**config.mk**
```make
export PLATFORM = sky130hd
export DESIGN_NAME = taylor_calc_top
export DESIGN_NICKNAME = d
export VERILOG_FILES = /design/src/source/taylor_pkg.sv /design/src/source/taylor_coef_rom.sv /design/src/source/taylor_mac_lane.sv /design/src/source/taylor_term_file.sv /design/src/source/taylor_sequencer.sv /design/src/source/taylor_calc_top.sv
export SDC_FILE = /design/constraint.sdc
export NUM_CORES = 2
export LEC_CHECK = 0
export BUFFER_PORTS_ARGS = -buffer_cell sky130_fd_sc_hd__buf_2
export CORE_ASPECT_RATIO = 0.9
export CORE_MARGIN = 2
export CORE_UTILIZATION = 55
export CTS_CLUSTER_DIAMETER = 100
export DETAILED_ROUTE_END_ITERATION = 10
export PLACE_DENSITY = 0.76
export SETUP_SLACK_MARGIN = 0.4
export SLEW_MARGIN = 20
export SYNTH_ARGS = -nofsm -noshare
export SYNTH_HDL_FRONTEND = slang
export SYNTH_SLANG_ARGS = --single-unit
```
**constraint.sdc**
```tcl
create_clock -name reset -period 18.6 [get_ports reset]
set_clock_uncertainty 0.1 [all_clocks]
set_input_delay 1.86 -clock reset [delete_from_list [all_inputs] [get_ports reset]]
set_output_delay 1.86 -clock reset [all_outputs]
set_load 0.05 [all_outputs]
```
**src/source/taylor_pkg.sv**
```systemverilog
`default_nettype none

package taylor_pkg;

    // ------------------------------------------------------------
    // datapath widths
    // ------------------------------------------------------------
    localparam int SAMPLE_W = 18;
    localparam int FRAC_W   = 16;
    localparam int ACC_W    = 48;
    localparam int N_TERMS  = 10;
    localparam int IDX_W    = 4;

    // 1.0 in Q2.16
    localparam logic signed [SAMPLE_W-1:0] ONE_Q = 18'sh10000;

    // function select
    localparam int FUNC_W = 2;
    localparam logic [FUNC_W-1:0] FUNC_SIN  = 2'd0;
    localparam logic [FUNC_W-1:0] FUNC_COS  = 2'd1;
    localparam logic [FUNC_W-1:0] FUNC_SINH = 2'd2;
    localparam logic [FUNC_W-1:0] FUNC_COSH = 2'd3;

    // slice opcodes
    localparam int OP_W = 2;
    localparam logic [OP_W-1:0] OP_NOP     = 2'd0;
    localparam logic [OP_W-1:0] OP_MUL     = 2'd1;
    localparam logic [OP_W-1:0] OP_MADD    = 2'd2;
    localparam logic [OP_W-1:0] OP_MUL_ONE = 2'd3;

    // derivative sign, two's complement -1/0/+1
    localparam int DERIV_W = 2;
    localparam logic [DERIV_W-1:0] SGN_ZERO = 2'b00;
    localparam logic [DERIV_W-1:0] SGN_POS  = 2'b01;
    localparam logic [DERIV_W-1:0] SGN_NEG  = 2'b11;

    // start-accept edge to done pulse
    localparam int CALC_LATENCY = 56;

    // ------------------------------------------------------------
    // sequencer program
    // ------------------------------------------------------------
    localparam int PC_W  = 3;
    localparam int REP_W = 5;
    localparam logic [PC_W-1:0] PC_IDLE  = 3'd0;
    localparam logic [PC_W-1:0] PC_CAP   = 3'd1;
    localparam logic [PC_W-1:0] PC_SCALE = 3'd2;
    localparam logic [PC_W-1:0] PC_DRAIN = 3'd3;
    localparam logic [PC_W-1:0] PC_POWER = 3'd4;
    localparam logic [PC_W-1:0] PC_SUM   = 3'd5;
    localparam logic [PC_W-1:0] PC_RES   = 3'd6;
    localparam logic [PC_W-1:0] PC_DONE  = 3'd7;

    // task word bit positions
    localparam int TASK_W     = 15;
    localparam int TK_WAIT_IN = 0;
    localparam int TK_MOV_I_0 = 1;
    localparam int TK_MOV_I_1 = 2;
    localparam int TK_INC_I   = 3;
    localparam int TK_REP_2   = 4;
    localparam int TK_REP_10  = 5;
    localparam int TK_REP_20  = 6;
    localparam int TK_REP_22  = 7;
    localparam int TK_MUL_XR  = 8;
    localparam int TK_MUL_QT  = 9;
    localparam int TK_SEED    = 10;
    localparam int TK_MADD    = 11;
    localparam int TK_WR_TERM = 12;
    localparam int TK_MOV_RES = 13;
    localparam int TK_JP_0    = 14;

endpackage

`default_nettype wire

```
**src/source/taylor_coef_rom.sv**
```systemverilog
`default_nettype none

module taylor_coef_rom
    import taylor_pkg::*;
(
    input  wire         [FUNC_W-1:0]   i_func,
    input  wire         [IDX_W-1:0]    i_idx,
    output logic signed [SAMPLE_W-1:0] o_recip,
    output logic        [DERIV_W-1:0]  o_deriv
);

    // 1/i in Q2.16, truncated
    always_comb begin
        case (i_idx)
            4'd1:    o_recip = 18'h10000;
            4'd2:    o_recip = 18'h08000;
            4'd3:    o_recip = 18'h05555;
            4'd4:    o_recip = 18'h04000;
            4'd5:    o_recip = 18'h03333;
            4'd6:    o_recip = 18'h02aaa;
            4'd7:    o_recip = 18'h02492;
            4'd8:    o_recip = 18'h02000;
            4'd9:    o_recip = 18'h01c71;
            4'd10:   o_recip = 18'h01999;
            default: o_recip = '0;
        endcase
    end

    // derivatives at zero repeat every four (sin/cos) or two (sinh/cosh)
    always_comb begin
        o_deriv = SGN_ZERO;
        case (i_func)
            FUNC_SIN: begin
                case (i_idx[1:0])
                    2'd1:    o_deriv = SGN_POS;
                    2'd3:    o_deriv = SGN_NEG;
                    default: o_deriv = SGN_ZERO;
                endcase
            end
            FUNC_COS: begin
                case (i_idx[1:0])
                    2'd0:    o_deriv = SGN_POS;
                    2'd2:    o_deriv = SGN_NEG;
                    default: o_deriv = SGN_ZERO;
                endcase
            end
            FUNC_SINH: o_deriv = i_idx[0] ? SGN_POS : SGN_ZERO;
            FUNC_COSH: o_deriv = i_idx[0] ? SGN_ZERO : SGN_POS;
            default:   o_deriv = SGN_ZERO;
        endcase
    end

endmodule

`default_nettype wire

```
**src/source/taylor_mac_lane.sv**
```systemverilog
`default_nettype none

module taylor_mac_lane
    import taylor_pkg::*;
(
    input  wire                        reset,
    input  wire                        clk,
    input  wire         [OP_W-1:0]     i_op,
    input  wire  signed [SAMPLE_W-1:0] i_a,
    input  wire  signed [SAMPLE_W-1:0] i_b,
    output logic signed [ACC_W-1:0]    o_p,
    output logic signed [SAMPLE_W-1:0] o_p_hi
);

    logic        [OP_W-1:0]       op_r;
    logic signed [SAMPLE_W-1:0]   a_r;
    logic signed [SAMPLE_W-1:0]   b_r;
    logic signed [SAMPLE_W-1:0]   mult_b;
    logic signed [2*SAMPLE_W-1:0] prod;
    logic signed [ACC_W-1:0]      prod_ext;

    // ------------------------------------------------------------
    // stage one: op and operand registers
    // ------------------------------------------------------------
    always_ff @(posedge reset or posedge clk) begin
        if (clk)
            op_r <= OP_NOP;
        else
            op_r <= i_op;
    end

    always_ff @(posedge reset) begin
        a_r <= i_a;
        b_r <= i_b;
    end

    assign mult_b   = (op_r == OP_MUL_ONE) ? ONE_Q : b_r;
    assign prod     = a_r * mult_b;
    assign prod_ext = {{(ACC_W - 2*SAMPLE_W){prod[2*SAMPLE_W-1]}}, prod};

    // ------------------------------------------------------------
    // stage two: product / accumulator
    // ------------------------------------------------------------
    always_ff @(posedge reset or posedge clk) begin
        if (clk) begin
            o_p <= '0;
        end else begin
            case (op_r)
                OP_MUL, OP_MUL_ONE: o_p <= prod_ext;
                OP_MADD:            o_p <= o_p + prod_ext;
                default:            o_p <= o_p;
            endcase
        end
    end

    // Q2.16 field of the Q4.32 product
    assign o_p_hi = o_p[FRAC_W +: SAMPLE_W];

    a_op_known: assert property (@(posedge reset) disable iff (clk) !$isunknown(i_op));

endmodule

`default_nettype wire

```
**src/source/taylor_term_file.sv**
```systemverilog
`default_nettype none

module taylor_term_file
    import taylor_pkg::*;
(
    input  wire                        reset,
    input  wire                        clk,
    input  wire                        i_wr_en,
    input  wire         [IDX_W-1:0]    i_wr_idx,
    input  wire         [IDX_W-1:0]    i_rd_idx,
    input  wire  signed [SAMPLE_W-1:0] i_dl,
    input  wire  signed [SAMPLE_W-1:0] i_dr,
    output logic signed [SAMPLE_W-1:0] o_tl,
    output logic signed [SAMPLE_W-1:0] o_tr
);

    logic        [1:0]          wr_en_d;
    logic        [IDX_W-1:0]    wr_idx_d1;
    logic        [IDX_W-1:0]    wr_idx_d2;
    logic signed [SAMPLE_W-1:0] tl_mem [1:N_TERMS];
    logic signed [SAMPLE_W-1:0] tr_mem [1:N_TERMS];
    logic                       rd_ok;

    // delay line, two stages to match the slice
    always_ff @(posedge reset or posedge clk) begin
        if (clk) begin
            wr_en_d   <= '0;
            wr_idx_d1 <= '0;
            wr_idx_d2 <= '0;
        end else begin
            wr_en_d   <= {wr_en_d[0], i_wr_en};
            wr_idx_d1 <= i_wr_idx;
            wr_idx_d2 <= wr_idx_d1;
        end
    end

    always_ff @(posedge reset) begin
        if (wr_en_d[1]) begin
            tl_mem[wr_idx_d2] <= i_dl;
            tr_mem[wr_idx_d2] <= i_dr;
        end
    end

    // index 0 reads as zero
    assign rd_ok = (i_rd_idx != '0) && (i_rd_idx <= N_TERMS);
    assign o_tl  = rd_ok ? tl_mem[i_rd_idx] : '0;
    assign o_tr  = rd_ok ? tr_mem[i_rd_idx] : '0;

    a_wr_idx_range: assert property (@(posedge reset) disable iff (clk)
        wr_en_d[1] |-> (wr_idx_d2 != '0) && (wr_idx_d2 <= N_TERMS));

endmodule

`default_nettype wire

```
**src/source/taylor_sequencer.sv**
```systemverilog
`default_nettype none

module taylor_sequencer
    import taylor_pkg::*;
(
    input  wire                        reset,
    input  wire                        clk,
    input  wire                        i_start,
    input  wire        [FUNC_W-1:0]    i_func_sel,
    input  wire signed [SAMPLE_W-1:0]  i_xl,
    input  wire signed [SAMPLE_W-1:0]  i_xr,
    input  wire signed [SAMPLE_W-1:0]  i_recip,
    input  wire        [DERIV_W-1:0]   i_deriv,
    input  wire signed [SAMPLE_W-1:0]  i_pl_hi,
    input  wire signed [SAMPLE_W-1:0]  i_pr_hi,
    input  wire signed [SAMPLE_W-1:0]  i_tl,
    input  wire signed [SAMPLE_W-1:0]  i_tr,
    output logic                       o_busy,
    output logic                       o_done,
    output logic signed [SAMPLE_W-1:0] o_resl,
    output logic signed [SAMPLE_W-1:0] o_resr,
    output logic        [FUNC_W-1:0]   o_func,
    output logic        [IDX_W-1:0]    o_idx,
    output logic        [OP_W-1:0]     o_op,
    output logic signed [SAMPLE_W-1:0] o_al,
    output logic signed [SAMPLE_W-1:0] o_bl,
    output logic signed [SAMPLE_W-1:0] o_ar,
    output logic signed [SAMPLE_W-1:0] o_br,
    output logic                       o_wr_en,
    output logic        [IDX_W-1:0]    o_wr_idx,
    output logic        [IDX_W-1:0]    o_rd_idx
);

    logic        [PC_W-1:0]     pc;
    logic        [TASK_W-1:0]   tasks;
    logic        [REP_W-1:0]    rep_cnt;
    logic        [REP_W-1:0]    rep_max;
    logic                       rep_busy;
    logic                       accept;
    logic        [IDX_W-1:0]    idx;
    logic        [FUNC_W-1:0]   func_r;
    logic signed [SAMPLE_W-1:0] xl_r;
    logic signed [SAMPLE_W-1:0] xr_r;
    logic signed [SAMPLE_W-1:0] sign_q;
    logic                       last_idx;

    assign last_idx = (idx == N_TERMS);

    // ------------------------------------------------------------
    // task decode
    // ------------------------------------------------------------
    always_comb begin
        tasks = '0;
        case (pc)
            PC_IDLE: tasks[TK_WAIT_IN] = 1'b1;
            PC_CAP:  tasks[TK_MOV_I_1] = 1'b1;
            PC_SCALE: begin
                // q_i = x * (1/i), back to back
                tasks[TK_REP_10]  = 1'b1;
                tasks[TK_MUL_XR]  = 1'b1;
                tasks[TK_WR_TERM] = 1'b1;
                tasks[TK_MOV_I_1] = last_idx;
                tasks[TK_INC_I]   = !last_idx;
            end
            PC_DRAIN: tasks[TK_REP_2] = 1'b1;
            PC_POWER: begin
                // t_i = t_(i-1) * q_i, issue on even counts
                tasks[TK_REP_20]  = 1'b1;
                tasks[TK_MUL_QT]  = !rep_cnt[0];
                tasks[TK_WR_TERM] = !rep_cnt[0];
                tasks[TK_MOV_I_0] = rep_cnt[0] && last_idx;
                tasks[TK_INC_I]   = rep_cnt[0] && !last_idx;
            end
            PC_SUM: begin
                tasks[TK_REP_22] = 1'b1;
                tasks[TK_SEED]   = !rep_cnt[0] && (idx == '0);
                tasks[TK_MADD]   = !rep_cnt[0] && (idx != '0);
                tasks[TK_INC_I]  = rep_cnt[0] && !last_idx;
            end
            PC_RES:  tasks[TK_MOV_RES] = 1'b1;
            PC_DONE: tasks[TK_JP_0] = 1'b1;
            default: tasks[TK_JP_0] = 1'b1;
        endcase
    end

    assign accept = tasks[TK_WAIT_IN] && i_start;

    // repeat count per loop
    always_comb begin
        rep_max = '0;
        if (tasks[TK_REP_2])
            rep_max = REP_W'(1);
        else if (tasks[TK_REP_10])
            rep_max = REP_W'(N_TERMS - 1);
        else if (tasks[TK_REP_20])
            rep_max = REP_W'(2 * N_TERMS - 1);
        else if (tasks[TK_REP_22])
            rep_max = REP_W'(2 * N_TERMS + 1);
    end

    assign rep_busy = (rep_cnt != rep_max);

    always_ff @(posedge reset or posedge clk) begin
        if (clk) begin
            pc      <= PC_IDLE;
            rep_cnt <= '0;
            idx     <= '0;
            func_r  <= FUNC_SIN;
        end else begin
            rep_cnt <= rep_busy ? rep_cnt + 1'b1 : '0;
            if (tasks[TK_JP_0])
                pc <= PC_IDLE;
            else if ((tasks[TK_WAIT_IN] && !i_start) || rep_busy)
                pc <= pc;
            else
                pc <= pc + 1'b1;
            if (tasks[TK_MOV_I_0])
                idx <= '0;
            else if (tasks[TK_MOV_I_1])
                idx <= IDX_W'(1);
            else if (tasks[TK_INC_I])
                idx <= idx + 1'b1;
            if (accept)
                func_r <= i_func_sel;
        end
    end

    // sample capture
    always_ff @(posedge reset) begin
        if (accept) begin
            xl_r <= i_xl;
            xr_r <= i_xr;
        end
    end

    // ------------------------------------------------------------
    // operand selection
    // ------------------------------------------------------------
    always_comb begin
        case (i_deriv)
            SGN_POS: sign_q = ONE_Q;
            SGN_NEG: sign_q = -ONE_Q;
            default: sign_q = '0;
        endcase
    end

    always_comb begin
        o_op = OP_NOP;
        o_al = '0;
        o_bl = '0;
        o_ar = '0;
        o_br = '0;
        if (tasks[TK_MUL_XR]) begin
            o_op = OP_MUL;
            o_al = xl_r;
            o_bl = i_recip;
            o_ar = xr_r;
            o_br = i_recip;
        end else if (tasks[TK_MUL_QT]) begin
            // previous term comes straight back from the slices
            o_op = OP_MUL;
            o_al = i_tl;
            o_bl = (idx == IDX_W'(1)) ? ONE_Q : i_pl_hi;
            o_ar = i_tr;
            o_br = (idx == IDX_W'(1)) ? ONE_Q : i_pr_hi;
        end else if (tasks[TK_SEED]) begin
            o_op = OP_MUL_ONE;
            o_al = sign_q;
            o_ar = sign_q;
        end else if (tasks[TK_MADD]) begin
            o_op = OP_MADD;
            o_al = sign_q;
            o_bl = i_tl;
            o_ar = sign_q;
            o_br = i_tr;
        end
    end

    assign o_busy   = (pc != PC_IDLE);
    assign o_func   = func_r;
    assign o_idx    = idx;
    assign o_wr_en  = tasks[TK_WR_TERM];
    assign o_wr_idx = idx;
    assign o_rd_idx = idx;

    // results only live in the done cycle
    always_ff @(posedge reset or posedge clk) begin
        if (clk) begin
            o_done <= 1'b0;
            o_resl <= '0;
            o_resr <= '0;
        end else if (tasks[TK_MOV_RES]) begin
            o_done <= 1'b1;
            o_resl <= i_pl_hi;
            o_resr <= i_pr_hi;
        end else begin
            o_done <= 1'b0;
            o_resl <= '0;
            o_resr <= '0;
        end
    end

    a_done_pulse: assert property (@(posedge reset) disable iff (clk) o_done |=> !o_done);
    a_idx_range: assert property (@(posedge reset) disable iff (clk) o_idx <= N_TERMS);
    a_latency: assert property (@(posedge reset) disable iff (clk)
        accept |-> ##(CALC_LATENCY + 1) o_done);

endmodule

`default_nettype wire

```
**src/source/taylor_calc_top.sv**
```systemverilog
`default_nettype none

module taylor_calc_top
    import taylor_pkg::*;
(
    input  wire                        reset,
    input  wire                        clk,
    input  wire                        i_start,
    input  wire        [FUNC_W-1:0]    i_func_sel,
    input  wire signed [SAMPLE_W-1:0]  i_xl,
    input  wire signed [SAMPLE_W-1:0]  i_xr,
    output wire                        o_busy,
    output wire                        o_done,
    output wire signed [SAMPLE_W-1:0]  o_resl,
    output wire signed [SAMPLE_W-1:0]  o_resr
);

    wire        [FUNC_W-1:0]   func;
    wire        [IDX_W-1:0]    idx;
    wire signed [SAMPLE_W-1:0] recip;
    wire        [DERIV_W-1:0]  deriv;
    wire        [OP_W-1:0]     op;
    wire signed [SAMPLE_W-1:0] al;
    wire signed [SAMPLE_W-1:0] bl;
    wire signed [SAMPLE_W-1:0] ar;
    wire signed [SAMPLE_W-1:0] br;
    wire signed [SAMPLE_W-1:0] pl_hi;
    wire signed [SAMPLE_W-1:0] pr_hi;
    wire signed [SAMPLE_W-1:0] tl;
    wire signed [SAMPLE_W-1:0] tr;
    wire                       wr_en;
    wire        [IDX_W-1:0]    wr_idx;
    wire        [IDX_W-1:0]    rd_idx;

    taylor_sequencer u_seq (
        .reset      (reset),
        .clk        (clk),
        .i_start    (i_start),
        .i_func_sel (i_func_sel),
        .i_xl       (i_xl),
        .i_xr       (i_xr),
        .i_recip    (recip),
        .i_deriv    (deriv),
        .i_pl_hi    (pl_hi),
        .i_pr_hi    (pr_hi),
        .i_tl       (tl),
        .i_tr       (tr),
        .o_busy     (o_busy),
        .o_done     (o_done),
        .o_resl     (o_resl),
        .o_resr     (o_resr),
        .o_func     (func),
        .o_idx      (idx),
        .o_op       (op),
        .o_al       (al),
        .o_bl       (bl),
        .o_ar       (ar),
        .o_br       (br),
        .o_wr_en    (wr_en),
        .o_wr_idx   (wr_idx),
        .o_rd_idx   (rd_idx)
    );

    taylor_coef_rom u_rom (
        .i_func  (func),
        .i_idx   (idx),
        .o_recip (recip),
        .o_deriv (deriv)
    );

    taylor_term_file u_terms (
        .reset    (reset),
        .clk      (clk),
        .i_wr_en  (wr_en),
        .i_wr_idx (wr_idx),
        .i_rd_idx (rd_idx),
        .i_dl     (pl_hi),
        .i_dr     (pr_hi),
        .o_tl     (tl),
        .o_tr     (tr)
    );

    // left and right lanes share the opcode
    taylor_mac_lane u_lane_l (
        .reset  (reset),
        .clk    (clk),
        .i_op   (op),
        .i_a    (al),
        .i_b    (bl),
        .o_p    (),
        .o_p_hi (pl_hi)
    );

    taylor_mac_lane u_lane_r (
        .reset  (reset),
        .clk    (clk),
        .i_op   (op),
        .i_a    (ar),
        .i_b    (br),
        .o_p    (),
        .o_p_hi (pr_hi)
    );

endmodule

`default_nettype wire

```
==> impl_metrics.ini <==
[run_status]
status = complete, no violations

[critical_path]
crit_path_top_delay_cell = dfrtp_4
crit_path_frequent_cell = fa_1
required_ps = 18990
path_delay_family = adder cells
worst-r2r-setup-slack_ps = 8020
max_stage_delay_ps = 700
worstReg2RegStart = u_lane_r.op_r[1]
path_buf_inv = 4
critPathLaunch = u_lane_r.op_r[1]
crit_type = flip-flop to flip-flop
startpoint_type = flip-flop
path_max_fanout = 238
arrival_ps = 10980
cp-end-kind = flip-flop

[routing]
wl_met2_mm = 59.88
drc = 0
route.layer.met1.wl_mm = 51.50
wl_met3_mm = 11.60
wire_per_inst_um = 22.38
highest_layer = met4
drtIter0Drc = 3493
vias_per_cell = 6.016
finalWirelength_mm = 128.9
first_pass_iters = 6
antenna_left = 0
num_vias = 34650

[clock_tree]
cts_hold_buf = 0
clk_latency_ps = 650
cts_setup_buffers = 0
clock_path_buffers = 3
h-tree-depth = 2
cts_root_buf = clkbuf_16
cts_resized = 0
numCtsBuffers = 58
path_clk_slew_ps = 70
cts_tree = yes
cts.sinks = 599

[timing]
timing.fmax_ghz = 0.09448
rsz0062_at_grt = no
period_share_pct = 56.90
hold_viol = 0
setup_tns_ps = 0
period_needed_ps = 10580
relSlewSlack_pct = 10.54
setup_viol = 0
worstMarginPinSlew_ps = 1342
slew_violations = 0

[logic_synthesis]
synth_edf_count = 396
yosysUniqueCellTypes = 81
netlist_instances = 4577
ys_seq_area_share_pct = 33.45
ys_ff_latch = 599
yosysTopAreaCell = fa_1
ys_async_sr_fraction_pct = 21.87
netlist_area_um2 = 49660
syn_nets = 5511
ys_top_cells_by_area = fa_1, edfxtp_1, dfrtp_1
synth_top_cell_area_share_pct = 25.48
ys.flop_type = edfxtp_1
yosysWarnings = 0
syn_avg_cell_area_um2 = 10.85

[finish]
n_fill_cell = 6923
n_antenna_cell = 0
design_area_um2 = 53350
syn_to_final_growth_pct = 7.438
drive_gt1_share_pct = 7.555
layout.nets = 5477

[die]
dieHeight_um = 289.1
rows = 104
dieArea_um2 = 92700
start_util_pct = 55.55
ios = 79
fp.coreArea_um2 = 89400
fp.dieW_um = 320.7

[place]
gp_congestion = 0.9068
hpwl_mm = 91.63
io_buffers = 78
place_area_um2 = 51210

[hold_path]
hold_class = flip-flop to flip-flop
min_from = u_terms.wr_idx_d1[0]

[pwr]
power_leakage_nw = 25.03
power.density_nw_per_um2 = 104.8
ir_drop_v = 0.0001531

[global_route]
antenna_found_initial = 2
grt.overflow.total = 0
grtUsageTotal_pct = 28.63
grt_pass1_wl_mm = 204.6
grt_pass1_vias = 36150
grt_start_max_net_pins = 239

[run]
cap_viol_max_count = 0
metal layers:
layer  vias to the layer above  GRT usage [%]
met5                         -              0
met4                         0          11.81
met3                       310          5.040
met2                      1620          45.64
met1                     17520          39.23
li1                      15200              -
power by group:
group,leakage [nW],internal (mW),switching (mW)
Sequential,5.96,1.68,0.437
Clock,1.03,0.736,0.535
Combinational,18.0,0.824,1.38
Total,25.0,3.24,2.35
placed cells by master (no fill, tap or decap), types with 8 or more instances in the layout:
cell type  synthesis  final
inv_1            764    762
fa_1             632    632
edfxtp_1         396    396
nand2_1          388    387
and3_1           360    360
ha_1             261    261
a21oi_1          166    163
nor2_1           166    157
dfrtp_1          131    125
xnor2_1          117    117
mux2i_1          103    103
a211oi_1          80     80
buf_2              5     78
o21ai_0           72     72
dfxtp_1           72     72
clkbuf_16          0     67
nand3_1           64     64
buf_4              0     56
a21o_1            47     47
o21ai_1           43     43
a221o_1           38     38
a22o_1            36     36
mux4_2            36     36
nor3_1            37     35
nor2b_1           35     34
xor2_1            29     29
and2_1            28     28
o21bai_1          22     22
or2_2             19     19
o211ai_1          19     19
nand2b_1          17     17
a31oi_1           17     17
o22ai_1           16     16
mux2_2            15     15
o21a_1            13     13
clkinv_2           0     11
nor2_4             0      9
a2bb2oi_1          8      8
kinds of logic (layout without fill, tap and decap cells):
logic type	after synthesis	in the layout	synth area share, %
compound gates	640	640	8.812
xor+xnor	146	146	2.575
fa+ha+maj	893	893	32.06
buf+inv	995	1011	7.534
flops	599	599	33.45
mux	155	155	4.072
simple gates	1149	1149	11.50
area by class of cell:
type / instances / area (um2) / share of cell area, %
multi-input cells: 2983 / 29420 / 55.15
flip-flops and latches: 599 / 16630 / 31.17
inverters: 765 / 2877 / 5.392
clock buffers: 81 / 1793 / 3.361
well taps: 1166 / 1459 / 2.735
repair buffers: 136 / 858.3 / 1.609
clock inverters: 29 / 312.8 / 0.5863
registers in the layout (all words and copies together), names as in the netlist, 34 cells and up:
| signal | flops |
|---|---|
| u_terms.tl_mem | 180 |
| u_lane_r.o_p | 34 |
| u_lane_l.o_p | 34 |
| u_terms.tr_mem | 180 |
path summary, 6_finish.rpt:
check,cells past startpoint,end
setup / recovery,34,u_lane_l.o_p[33]
hold / removal,0,u_terms.wr_idx_d2[0]
setup reg to reg,34,u_lane_l.o_p[33]
hold reg to reg,0,u_terms.wr_idx_d2[0]
max in group asynchronous,3,u_lane_l.o_p[5]
min in group asynchronous,2,u_seq.o_resl[8]
synthesized netlist by cell type, types with 43 or more instances:
library cell  number
inv_1            764
a211oi_1          80
nor2_1           166
and3_1           360
fa_1             632
dfxtp_1           72
xnor2_1          117
nand2_1          388
a21o_1            47
nand3_1           64
o21ai_1           43
dfrtp_1          131
edfxtp_1         396
o21ai_0           72
mux2i_1          103
ha_1             261
clkbuf_1         203
a21oi_1          166
per-stage QoR:
| step | setup slack (ps) | utilization [%] | total power [mW] | instances | hold WS (ps) |
|---|---|---|---|---|---|
| global placement | 8445 | 57.28 | 4.209 | 5648 | 232.4 |
| CTS | 8148 | 59.64 | 5.553 | 5758 | 249.8 |
| finish | 8016 | 59.68 | 5.594 | 5759 | 249.7 |
| detailed placement | 8172 | 57.28 | 4.274 | 5648 | 235.5 |
| floorplan | 9877 | - | 3.492 | 4577 | 231.2 |
| global route | 7441 | 59.68 | 5.874 | 5759 | 256.3 |
Power figures use the tool's default switching activity.
